===== config.mk =====
export PLATFORM = sky130hd
export DESIGN_NAME = node_io_top
export DESIGN_NICKNAME = d
export VERILOG_FILES = /design/src/verilog/node_io_pkg.sv /design/src/verilog/io_bridge_stage.sv /design/src/verilog/io_device_regs.sv /design/src/verilog/io_request_decode.sv /design/src/verilog/node_io_top.sv
export SDC_FILE = /design/constraint.sdc
export NUM_CORES = 1
export LEC_CHECK = 0
export BUFFER_PORTS_ARGS = -buffer_cell sky130_fd_sc_hd__buf_4
export CORE_AREA = 2 2 131 133
export DETAILED_ROUTE_END_ITERATION = 8
export DIE_AREA = 0 0 133 135
export PLACE_DENSITY = 0.71
export RECOVER_POWER = 100
export SETUP_SLACK_MARGIN = 0.05
export SYNTH_ARGS = -nofsm -noshare
export SYNTH_HDL_FRONTEND = slang
export SYNTH_SLANG_ARGS = --single-unit

===== constraint.sdc =====
create_clock -name node_clk -period 7.29 [get_ports node_clk]
set_clock_uncertainty 0.15 [all_clocks]
set_input_delay 0.729 -clock node_clk [delete_from_list [all_inputs] [get_ports node_clk]]
set_output_delay 0.729 -clock node_clk [all_outputs]
set_load 0.02 [all_outputs]

===== src/verilog/node_io_pkg.sv =====
package node_io_pkg;

	// --------------------------------------------------
	// bus widths
	// --------------------------------------------------
	localparam int DATA_W = 32;
	localparam int ADR_W  = 32;
	localparam int SEL_W  = 4;		// one enable per byte lane
	localparam int PAGE_W = 24;	// address bits 31..8 pick the page

	// device widths
	localparam int LED_W      = 8;
	localparam int NODE_RST_W = 16;	// two reset lines per node
	localparam int CLK_EN_W   = 3;

	// --------------------------------------------------
	// i/o page map
	// --------------------------------------------------
	localparam logic [PAGE_W-1:0] PAGE_ADR_LED  = 24'hFD0FFF;
	localparam logic [PAGE_W-1:0] PAGE_ADR_RST  = 24'hFD0FFC;
	localparam logic [PAGE_W-1:0] PAGE_ADR_RAND = 24'hFD0FFD;

	// reset defaults
	localparam logic [CLK_EN_W-1:0] CLK_EN_RESET = 3'b110;	// node 0 gated off
	localparam logic [DATA_W-1:0] RAND_SEED_RESET = 32'h0000_0001;

	// galois feedback mask, bits 31, 21, 1, 0
	localparam logic [DATA_W-1:0] RAND_TAPS = 32'h8020_0003;

	// selected device behind the bridge
	typedef enum logic [1:0] {
		DEV_LED  = 2'd0,
		DEV_RST  = 2'd1,
		DEV_RAND = 2'd2,
		DEV_NONE = 2'd3	// no register at this address
	} dev_sel_t;

	// --------------------------------------------------
	// reset control word
	// --------------------------------------------------
	// the reset register splits the word into fields,
	// led and random registers see it as a plain word
	typedef union packed {
		logic [DATA_W-1:0] raw;
		struct packed {
			logic [12:0]           unused;
			logic [CLK_EN_W-1:0]   clk_en;		// bits 18..16
			logic [NODE_RST_W-1:0] node_rst;	// bits 5..4 are node 2
		} f;
	} rst_ctrl_word_t;

endpackage


===== src/verilog/io_bridge_stage.sv =====
`timescale 1ns/10ps

module io_bridge_stage (
	input  logic                              node_clk,
	input  logic                              rst,
	// from the decoder
	input  logic                              dec_valid_i,
	input  logic                              dec_we_i,
	input  node_io_pkg::dev_sel_t             dec_target_i,
	input  logic [node_io_pkg::SEL_W-1:0]     dec_sel_i,
	input  logic [node_io_pkg::DATA_W-1:0]    dec_wdata_i,
	input  logic [1:0]                        dec_byte_adr_i,
	output logic                              dec_ready_o,
	// to the device registers
	output logic                              dev_valid_o,
	output logic                              dev_we_o,
	output node_io_pkg::dev_sel_t             dev_target_o,
	output logic [node_io_pkg::SEL_W-1:0]     dev_sel_o,
	output logic [node_io_pkg::DATA_W-1:0]    dev_wdata_o,
	output logic [1:0]                        dev_byte_adr_o
);

	logic full_q;	// entry occupied
	logic dev_take;
	logic load;

	// devices accept on the cycle the entry is valid
	assign dev_take    = full_q;
	assign dec_ready_o = ~full_q | dev_take;	// empty or draining
	assign load        = dec_valid_i & dec_ready_o;

	always_ff @(posedge node_clk) begin
		if (rst)
			full_q <= 1'b0;
		else if (load)
			full_q <= 1'b1;
		else if (dev_take)
			full_q <= 1'b0;
	end

	// entry payload
	always_ff @(posedge node_clk) begin
		if (load) begin
			dev_we_o       <= dec_we_i;
			dev_target_o   <= dec_target_i;
			dev_sel_o      <= dec_sel_i;
			dev_wdata_o    <= dec_wdata_i;
			dev_byte_adr_o <= dec_byte_adr_i;
		end
	end

	assign dev_valid_o = full_q;

endmodule


===== src/verilog/io_device_regs.sv =====
`timescale 1ns/10ps

module io_device_regs #(
	parameter int RST_PULSE_CYCLES = 64
) (
	input  logic                                 node_clk,
	input  logic                                 rst,
	input  logic                                 dev_valid_i,
	input  logic                                 dev_we_i,
	input  node_io_pkg::dev_sel_t                dev_target_i,
	input  logic [node_io_pkg::SEL_W-1:0]        dev_sel_i,
	input  logic [node_io_pkg::DATA_W-1:0]       dev_wdata_i,
	input  logic [1:0]                           dev_byte_adr_i,
	output logic                                 rsp_valid_o,
	output logic [node_io_pkg::DATA_W-1:0]       rsp_data_o,
	output logic                                 rsp_err_o,
	output logic [node_io_pkg::LED_W-1:0]        led_o,
	output logic [node_io_pkg::NODE_RST_W-1:0]   node_rst_o,
	output logic [node_io_pkg::CLK_EN_W-1:0]     clk_en_o
);

	localparam int CNT_W = $clog2(RST_PULSE_CYCLES + 1);
	localparam logic [CNT_W-1:0] PULSE_END = CNT_W'(RST_PULSE_CYCLES);

	node_io_pkg::rst_ctrl_word_t               wr_word;
	node_io_pkg::rst_ctrl_word_t               rst_rd;
	logic                                      word_hit;
	logic                                      led_wr;
	logic                                      rst_wr;
	logic                                      rand_wr;
	logic                                      rand_rd;
	logic [node_io_pkg::LED_W-1:0]             led_q;
	logic [node_io_pkg::NODE_RST_W-1:0]        rst_field_q;
	logic [CNT_W-1:0]                          rst_cnt_q;
	logic [node_io_pkg::CLK_EN_W-1:0]          clk_en_q;
	logic [node_io_pkg::DATA_W-1:0]            lfsr_q;
	logic [node_io_pkg::DATA_W-1:0]            lfsr_step;
	logic [node_io_pkg::DATA_W-1:0]            rd_data;
	logic                                      rd_err;

	assign wr_word.raw = dev_wdata_i;
	assign word_hit    = (dev_byte_adr_i == 2'd0);	// one register word per page

	// write / read strobes
	assign led_wr  = dev_valid_i & dev_we_i & word_hit & (dev_target_i == node_io_pkg::DEV_LED);
	assign rst_wr  = dev_valid_i & dev_we_i & word_hit & (dev_target_i == node_io_pkg::DEV_RST);
	assign rand_wr = dev_valid_i & dev_we_i & word_hit & (dev_target_i == node_io_pkg::DEV_RAND);
	assign rand_rd = dev_valid_i & ~dev_we_i & word_hit & (dev_target_i == node_io_pkg::DEV_RAND);

	// --------------------------------------------------
	// led latch
	// --------------------------------------------------
	always_ff @(posedge node_clk) begin
		if (rst)
			led_q <= '0;
		else if (led_wr && dev_sel_i[0])
			led_q <= wr_word.raw[node_io_pkg::LED_W-1:0];
	end

	// --------------------------------------------------
	// node reset pulse and clock enables
	// --------------------------------------------------
	always_ff @(posedge node_clk) begin
		if (rst) begin
			rst_field_q <= '0;
			rst_cnt_q   <= PULSE_END;	// idle, no pulse running
			clk_en_q    <= node_io_pkg::CLK_EN_RESET;
		end
		else begin
			if (rst_cnt_q < PULSE_END)
				rst_cnt_q <= rst_cnt_q + 1'b1;
			else
				rst_field_q <= '0;	// pulse over
			if (rst_wr) begin
				if (|dev_sel_i[1:0]) begin
					rst_field_q <= wr_word.f.node_rst;
					rst_cnt_q   <= '0;	// restart pulse
					if (|wr_word.f.node_rst[5:4])
						clk_en_q[2] <= 1'b1;	// node 2 needs its clock
				end
				// upper half wins over the node 2 rule
				if (|dev_sel_i[3:2])
					clk_en_q <= wr_word.f.clk_en;
			end
		end
	end

	assign node_rst_o = (rst_cnt_q < PULSE_END) ? rst_field_q : '0;

	// readback word for the reset register
	always_comb begin
		rst_rd.f.unused   = '0;
		rst_rd.f.clk_en   = clk_en_q;
		rst_rd.f.node_rst = node_rst_o;
	end

	// --------------------------------------------------
	// random number generator
	// --------------------------------------------------
	// galois step, shift right and fold taps on a 1 out
	assign lfsr_step = {1'b0, lfsr_q[node_io_pkg::DATA_W-1:1]}
		^ (lfsr_q[0] ? node_io_pkg::RAND_TAPS : '0);

	always_ff @(posedge node_clk) begin
		if (rst)
			lfsr_q <= node_io_pkg::RAND_SEED_RESET;
		else if (rand_wr)
			lfsr_q <= (wr_word.raw == '0) ? node_io_pkg::RAND_SEED_RESET : wr_word.raw;
		else if (rand_rd)
			lfsr_q <= lfsr_step;	// advance after the read
	end

	// --------------------------------------------------
	// read mux and response
	// --------------------------------------------------
	always_comb begin
		rd_data = '0;
		rd_err  = 1'b0;
		if (!word_hit)
			rd_err = 1'b1;
		else begin
			case (dev_target_i)
			node_io_pkg::DEV_LED:	rd_data = {{(node_io_pkg::DATA_W-node_io_pkg::LED_W){1'b0}}, led_q};
			node_io_pkg::DEV_RST:	rd_data = rst_rd.raw;
			node_io_pkg::DEV_RAND:	rd_data = lfsr_q;	// value before the step
			default:	rd_err = 1'b1;
			endcase
		end
		if (dev_we_i || rd_err)
			rd_data = '0;	// writes and errors return nothing
	end

	always_ff @(posedge node_clk) begin
		if (rst)
			rsp_valid_o <= 1'b0;
		else
			rsp_valid_o <= dev_valid_i;	// one cycle behind the request
	end

	always_ff @(posedge node_clk) begin
		if (dev_valid_i) begin
			rsp_data_o <= rd_data;
			rsp_err_o  <= rd_err;
		end
	end

	assign led_o    = led_q;
	assign clk_en_o = clk_en_q;

endmodule


===== src/verilog/io_request_decode.sv =====
`timescale 1ns/10ps

module io_request_decode (
	input  logic                              node_clk,
	input  logic                              rst,
	// host port, four-phase req/ack
	input  logic                              req_i,
	input  logic                              we_i,
	input  logic [node_io_pkg::ADR_W-1:0]     adr_i,
	input  logic [node_io_pkg::SEL_W-1:0]     sel_i,
	input  logic [node_io_pkg::DATA_W-1:0]    wdata_i,
	output logic                              ack_o,
	output logic [node_io_pkg::DATA_W-1:0]    rdata_o,
	output logic                              err_o,
	// request toward the bridge
	output logic                              dec_valid_o,
	output logic                              dec_we_o,
	output node_io_pkg::dev_sel_t             dec_target_o,
	output logic [node_io_pkg::SEL_W-1:0]     dec_sel_o,
	output logic [node_io_pkg::DATA_W-1:0]    dec_wdata_o,
	output logic [1:0]                        dec_byte_adr_o,
	input  logic                              dec_ready_i,
	// response from the devices
	input  logic                              rsp_valid_i,
	input  logic [node_io_pkg::DATA_W-1:0]    rsp_data_i,
	input  logic                              rsp_err_i
);

	// slave fsm states
	localparam logic [1:0] ST_IDLE  = 2'd0;
	localparam logic [1:0] ST_ISSUE = 2'd1;	// waiting for bridge to take it
	localparam logic [1:0] ST_WAIT  = 2'd2;	// in flight to devices
	localparam logic [1:0] ST_ACK   = 2'd3;	// ack held until req drops

	logic [1:0]                        state_q;
	node_io_pkg::dev_sel_t             target_d;
	logic                              we_q;
	node_io_pkg::dev_sel_t             target_q;
	logic [node_io_pkg::SEL_W-1:0]     sel_q;
	logic [node_io_pkg::DATA_W-1:0]    wdata_q;
	logic [1:0]                        byte_adr_q;
	logic [node_io_pkg::DATA_W-1:0]    rdata_q;
	logic                              err_q;
	logic                              start;

	// --------------------------------------------------
	// page decode
	// --------------------------------------------------
	always_comb begin
		if (adr_i[31:8] == node_io_pkg::PAGE_ADR_LED)
			target_d = node_io_pkg::DEV_LED;
		else if (adr_i[31:8] == node_io_pkg::PAGE_ADR_RST)
			target_d = node_io_pkg::DEV_RST;
		else if (adr_i[31:8] == node_io_pkg::PAGE_ADR_RAND)
			target_d = node_io_pkg::DEV_RAND;
		else
			target_d = node_io_pkg::DEV_NONE;	// completes with err
	end

	assign start = (state_q == ST_IDLE) && req_i;

	// --------------------------------------------------
	// handshake fsm
	// --------------------------------------------------
	always_ff @(posedge node_clk) begin
		if (rst)
			state_q <= ST_IDLE;
		else begin
			case (state_q)
			ST_IDLE:	if (req_i) state_q <= ST_ISSUE;
			ST_ISSUE:	if (dec_ready_i) state_q <= ST_WAIT;
			ST_WAIT:	if (rsp_valid_i) state_q <= ST_ACK;
			ST_ACK:		if (!req_i) state_q <= ST_IDLE;	// host released
			default:	state_q <= ST_IDLE;
			endcase
		end
	end

	// request and response capture
	always_ff @(posedge node_clk) begin
		if (start) begin
			we_q       <= we_i;
			target_q   <= target_d;
			sel_q      <= sel_i;
			wdata_q    <= wdata_i;
			byte_adr_q <= adr_i[3:2];	// word within the page
		end
		if ((state_q == ST_WAIT) && rsp_valid_i) begin
			rdata_q <= rsp_data_i;	// held for the whole ack phase
			err_q   <= rsp_err_i;
		end
	end

	assign dec_valid_o    = (state_q == ST_ISSUE);
	assign dec_we_o       = we_q;
	assign dec_target_o   = target_q;
	assign dec_sel_o      = sel_q;
	assign dec_wdata_o    = wdata_q;
	assign dec_byte_adr_o = byte_adr_q;

	assign ack_o   = (state_q == ST_ACK);
	assign rdata_o = rdata_q;
	assign err_o   = err_q;

endmodule


===== src/verilog/node_io_top.sv =====
`timescale 1ns/10ps

module node_io_top #(
	parameter int RST_PULSE_CYCLES = 64	// node reset pulse length
) (
	input  logic                                 node_clk,
	input  logic                                 rst,
	// host port
	input  logic                                 req_i,
	input  logic                                 we_i,
	input  logic [node_io_pkg::ADR_W-1:0]        adr_i,
	input  logic [node_io_pkg::SEL_W-1:0]        sel_i,
	input  logic [node_io_pkg::DATA_W-1:0]       wdata_i,
	output logic                                 ack_o,
	output logic [node_io_pkg::DATA_W-1:0]       rdata_o,
	output logic                                 err_o,
	// board and node side
	output logic [node_io_pkg::LED_W-1:0]        led_o,
	output logic [node_io_pkg::NODE_RST_W-1:0]   node_rst_o,
	output logic [node_io_pkg::CLK_EN_W-1:0]     clk_en_o
);

	// decoder to bridge
	logic                              dec_valid;
	logic                              dec_ready;
	logic                              dec_we;
	node_io_pkg::dev_sel_t             dec_target;
	logic [node_io_pkg::SEL_W-1:0]     dec_sel;
	logic [node_io_pkg::DATA_W-1:0]    dec_wdata;
	logic [1:0]                        dec_byte_adr;

	// bridge to devices
	logic                              dev_valid;
	logic                              dev_we;
	node_io_pkg::dev_sel_t             dev_target;
	logic [node_io_pkg::SEL_W-1:0]     dev_sel;
	logic [node_io_pkg::DATA_W-1:0]    dev_wdata;
	logic [1:0]                        dev_byte_adr;

	// devices back to decoder
	logic                              rsp_valid;
	logic [node_io_pkg::DATA_W-1:0]    rsp_data;
	logic                              rsp_err;

	io_request_decode u_decode (
		.node_clk, .rst,
		.req_i, .we_i, .adr_i, .sel_i, .wdata_i,
		.ack_o, .rdata_o, .err_o,
		.dec_valid_o(dec_valid), .dec_we_o(dec_we), .dec_target_o(dec_target),
		.dec_sel_o(dec_sel), .dec_wdata_o(dec_wdata), .dec_byte_adr_o(dec_byte_adr),
		.dec_ready_i(dec_ready),
		.rsp_valid_i(rsp_valid), .rsp_data_i(rsp_data), .rsp_err_i(rsp_err)
	);

	io_bridge_stage u_bridge (
		.node_clk, .rst,
		.dec_valid_i(dec_valid), .dec_we_i(dec_we), .dec_target_i(dec_target),
		.dec_sel_i(dec_sel), .dec_wdata_i(dec_wdata), .dec_byte_adr_i(dec_byte_adr),
		.dec_ready_o(dec_ready),
		.dev_valid_o(dev_valid), .dev_we_o(dev_we), .dev_target_o(dev_target),
		.dev_sel_o(dev_sel), .dev_wdata_o(dev_wdata), .dev_byte_adr_o(dev_byte_adr)
	);

	io_device_regs #(.RST_PULSE_CYCLES(RST_PULSE_CYCLES)) u_regs (
		.node_clk, .rst,
		.dev_valid_i(dev_valid), .dev_we_i(dev_we), .dev_target_i(dev_target),
		.dev_sel_i(dev_sel), .dev_wdata_i(dev_wdata), .dev_byte_adr_i(dev_byte_adr),
		.rsp_valid_o(rsp_valid), .rsp_data_o(rsp_data), .rsp_err_o(rsp_err),
		.led_o, .node_rst_o, .clk_en_o
	);

endmodule

==> metrics.yaml <==
pin_count: 133
synth_fa_ha_area_share_pct: 0.770
place_area_um2: 9250
rows: 47
synth_top_family_by_area: "simple AND/OR/NAND/NOR gates"
core_area_um2: 16400
grt_pass1_wl_um: 24300
cp.required_ns: 7.40
cts_tree: "yes"
syn-instance-count: 575
fin_cells: 930
grt_use_total_pct: 16.9
clkSinkCount: 218
synth_top_area_cell: "edfxtp_1"
period_share_pct: 57.5
avgViaCountPerCell: 5.10
fin_util_pct: 59.0
insertion_delay_ns: 0.49
yosysTopAreaCellShare_pct: 54.7
avgSynthCellArea_um2: 14.1
placed_cells: 893
fill_cells: 1323
final_common_cell: "edfxtp_1"
initial_core_util_pct: 49.5
finalSetupViolations: 0
ff_latch_area_um2: 5850
violations: "capacitance limit, slew limit"
seq_area_frac_synth_pct: 71.9
r2r-end: "u_regs.lfsr_q[21]$_SDFFE_PP0P_"
die_area_um2: 18000
dieHeight_um: 135
timing.hold.ws_ns: 0.266
ctsHoldBuffers: 0
end_kind: "flip-flop"
die_w_um: 133
ctsHtreeMaxLevel: 1
first_pass_iters: 4
final_nets: 773
arrival_ns: 4.30
postCtsSetupRepairBufs: 0
fin_crit_ns: 4.19
synth_nets: 652
totalWireLength_um: 15100
ir_drop_uv: 170
p_leak_nw: 3.32
rsz0062_at_grt: "no"
ys.flop_type: "edfxtp_1"
wl_per_cell_um: 16.2
synthTopCellsByArea: "edfxtp_1, dfxtp_1, mux2i_1"
pwr_density_cell_nw_per_um2: 310
max_freq_mhz: 239
synth_mux_area_share_pct: 8.25
grt-ovfl-total: 0
ant_nets: 0
cts_inserted_buffers: 21
crit_type: "flip-flop to flip-flop"
holdCritPathClass: "flip-flop to flip-flop"
ys_ff_latch: 218
finalSetupTns_ns: 0
multi_input_area_um2: 2120
drt_iter0_markers: 231
maxSlewViolCount: 291
yosysWarnings: 0
root_buffer: "clkbuf_16"
worst-r2r-setup-slack_ns: 3.10
drcViolationCount: 0
worst_pin_slew_ns: 3.16
worstRegToRegCells: 4
critPathLaunchType: "flip-flop"
cts_resized: 0
antenna_found_initial: 0
synth-compound-area-share_pct: 5.43
synth-xor-area-share_pct: 0.862
timing.rr.start: "u_bridge.dev_valid_o$_SDFF_PP0_"
vias: 4739
synth_area_um2: 8130
cp_max_fo: 63
final_cell_mix: "edfxtp_1, nor2_1, dfxtp_1"
hpwl_um: 10500
startpoint: "u_bridge.dev_valid_o$_SDFF_PP0_"
synth_edf_count: 148
grt_max_degree: 73
final_cell_area_um2: 9690
final_hold_viol_count: 0
clk_path_buf_depth: 3
async_reset_ff_share_pct: 0
status: "finished with violations"
ys_types: 39
crit_path_end: "u_regs.lfsr_q[21]$_SDFFE_PP0P_"
synthSimpleGateAreaFrac_pct: 10.8
grt_pass1_vias: 4915
areaGrowthSynthToFinish_pct: 19.1
cts.clk_slew.worst_paths_ns: 0.06
gp_congestion: 0.789
slew_headroom_pct: -110
drive_gt1_share_pct: 13.9
cap_violations: 6
antennaDiodeCount: 0
port_buffers: 126
==> final cells by class <==
class / instances / share of cell area (%)
clock buffer: 23 / 5.50
clock inverter: 14 / 1.54
inverter: 5 / 0.194
multi-input combinational: 319 / 21.9
sequential: 218 / 60.4
tap: 220 / 2.84
timing repair buffer: 131 / 7.67
==> Yosys cell counts, types with 2 or more instances <==
library cell / n
a211oi_1: 31
a21oi_1: 8
a22oi_1: 11
and2_1: 14
and3_1: 2
buf_1: 4
buf_2: 13
clkbuf_1: 15
dfxtp_1: 70
edfxtp_1: 148
ha_1: 5
inv_1: 5
mux2i_1: 67
nand2_1: 13
nand3_1: 2
nand4_1: 5
nor2_1: 91
nor2b_1: 22
nor3_1: 9
nor3b_1: 2
nor4_1: 10
o21ai_0: 2
o21ai_1: 3
o221ai_1: 2
xnor2_1: 5
xor2_1: 3
==> cell families after synthesis <==
logic type / count (synthesis)
AO/OA/AOI/OAI: 62
buffers and inverters: 38
flip-flops: 218
adder cells (fa/ha/maj): 5
XOR/XNOR: 8
multiplexers: 67
AND/OR/NAND/NOR: 177
==> sequential cells by signal (all words and copies together), names as in the netlist, 3 cells and up <==
register and count:
u_decode.dec_sel_o 4, u_decode.dec_wdata_o 32, u_regs.lfsr_q 32, u_regs.rst_field_q 16
u_bridge.dev_wdata_o 32, u_regs.led_o 8, u_regs.clk_en_o 3, u_bridge.dev_sel_o 4
u_decode.rdata_o 32, u_regs.rst_cnt_q 7, u_regs.rsp_data_o 32
==> power breakdown <==
group | switching, W | internal (W) | leakage [nW]
Combinational | 0.000183 | 0.0000965 | 1.06
Sequential | 0.0000930 | 0.00157 | 1.93
Clock | 0.000429 | 0.000634 | 0.328
Total | 0.000705 | 0.00230 | 3.32
==> worst max-delay path, cell delays in order, from the launching register on <==
cell and delay, ns:
dfxtp_1 0.43, clkbuf_1 1.26, and3_1 1.74, mux2i_1 0.32, nor2_1 0.06
==> how the worst min path moves through the flow <==
stage                                                    start                              endpoint  slack [ns]  cells after the start
after floorplan           u_decode.dec_byte_adr_o[0]$_DFFE_PP_  u_bridge.dev_byte_adr_o[0]$_DFFE_PP_        0.25                      0
after global placement              u_regs.rsp_err_o$_DFFE_PP_              u_decode.err_o$_DFFE_PP_        0.25                      0
after detailed placement       u_decode.dec_sel_o[2]$_DFFE_PP_       u_bridge.dev_sel_o[2]$_DFFE_PP_        0.25                      0
after CTS                                          wdata_i[26]    u_decode.dec_wdata_o[26]$_DFFE_PP_        0.25                      1
after global routing                u_regs.rsp_err_o$_DFFE_PP_              u_decode.err_o$_DFFE_PP_        0.27                      0
final                               u_regs.rsp_err_o$_DFFE_PP_              u_decode.err_o$_DFFE_PP_        0.27                      0
==> metal layers <==
layer  track usage [%]  routed length (um)
met4              6.33                 440
met3              3.00                 801
met5                 0                   0
met2              27.8                6820
met1              22.7                7030
==> stage by stage <==
stage	total power (W)	setup WS [ns]
floorplan	0.00185	4.84
CTS	0.00303	3.98
global route	0.00313	2.60
detailed placement	0.00197	3.99
global placement	0.00195	4.07
finish	0.00300	3.10
No activity file was read; power rests on OpenSTA's default activity.
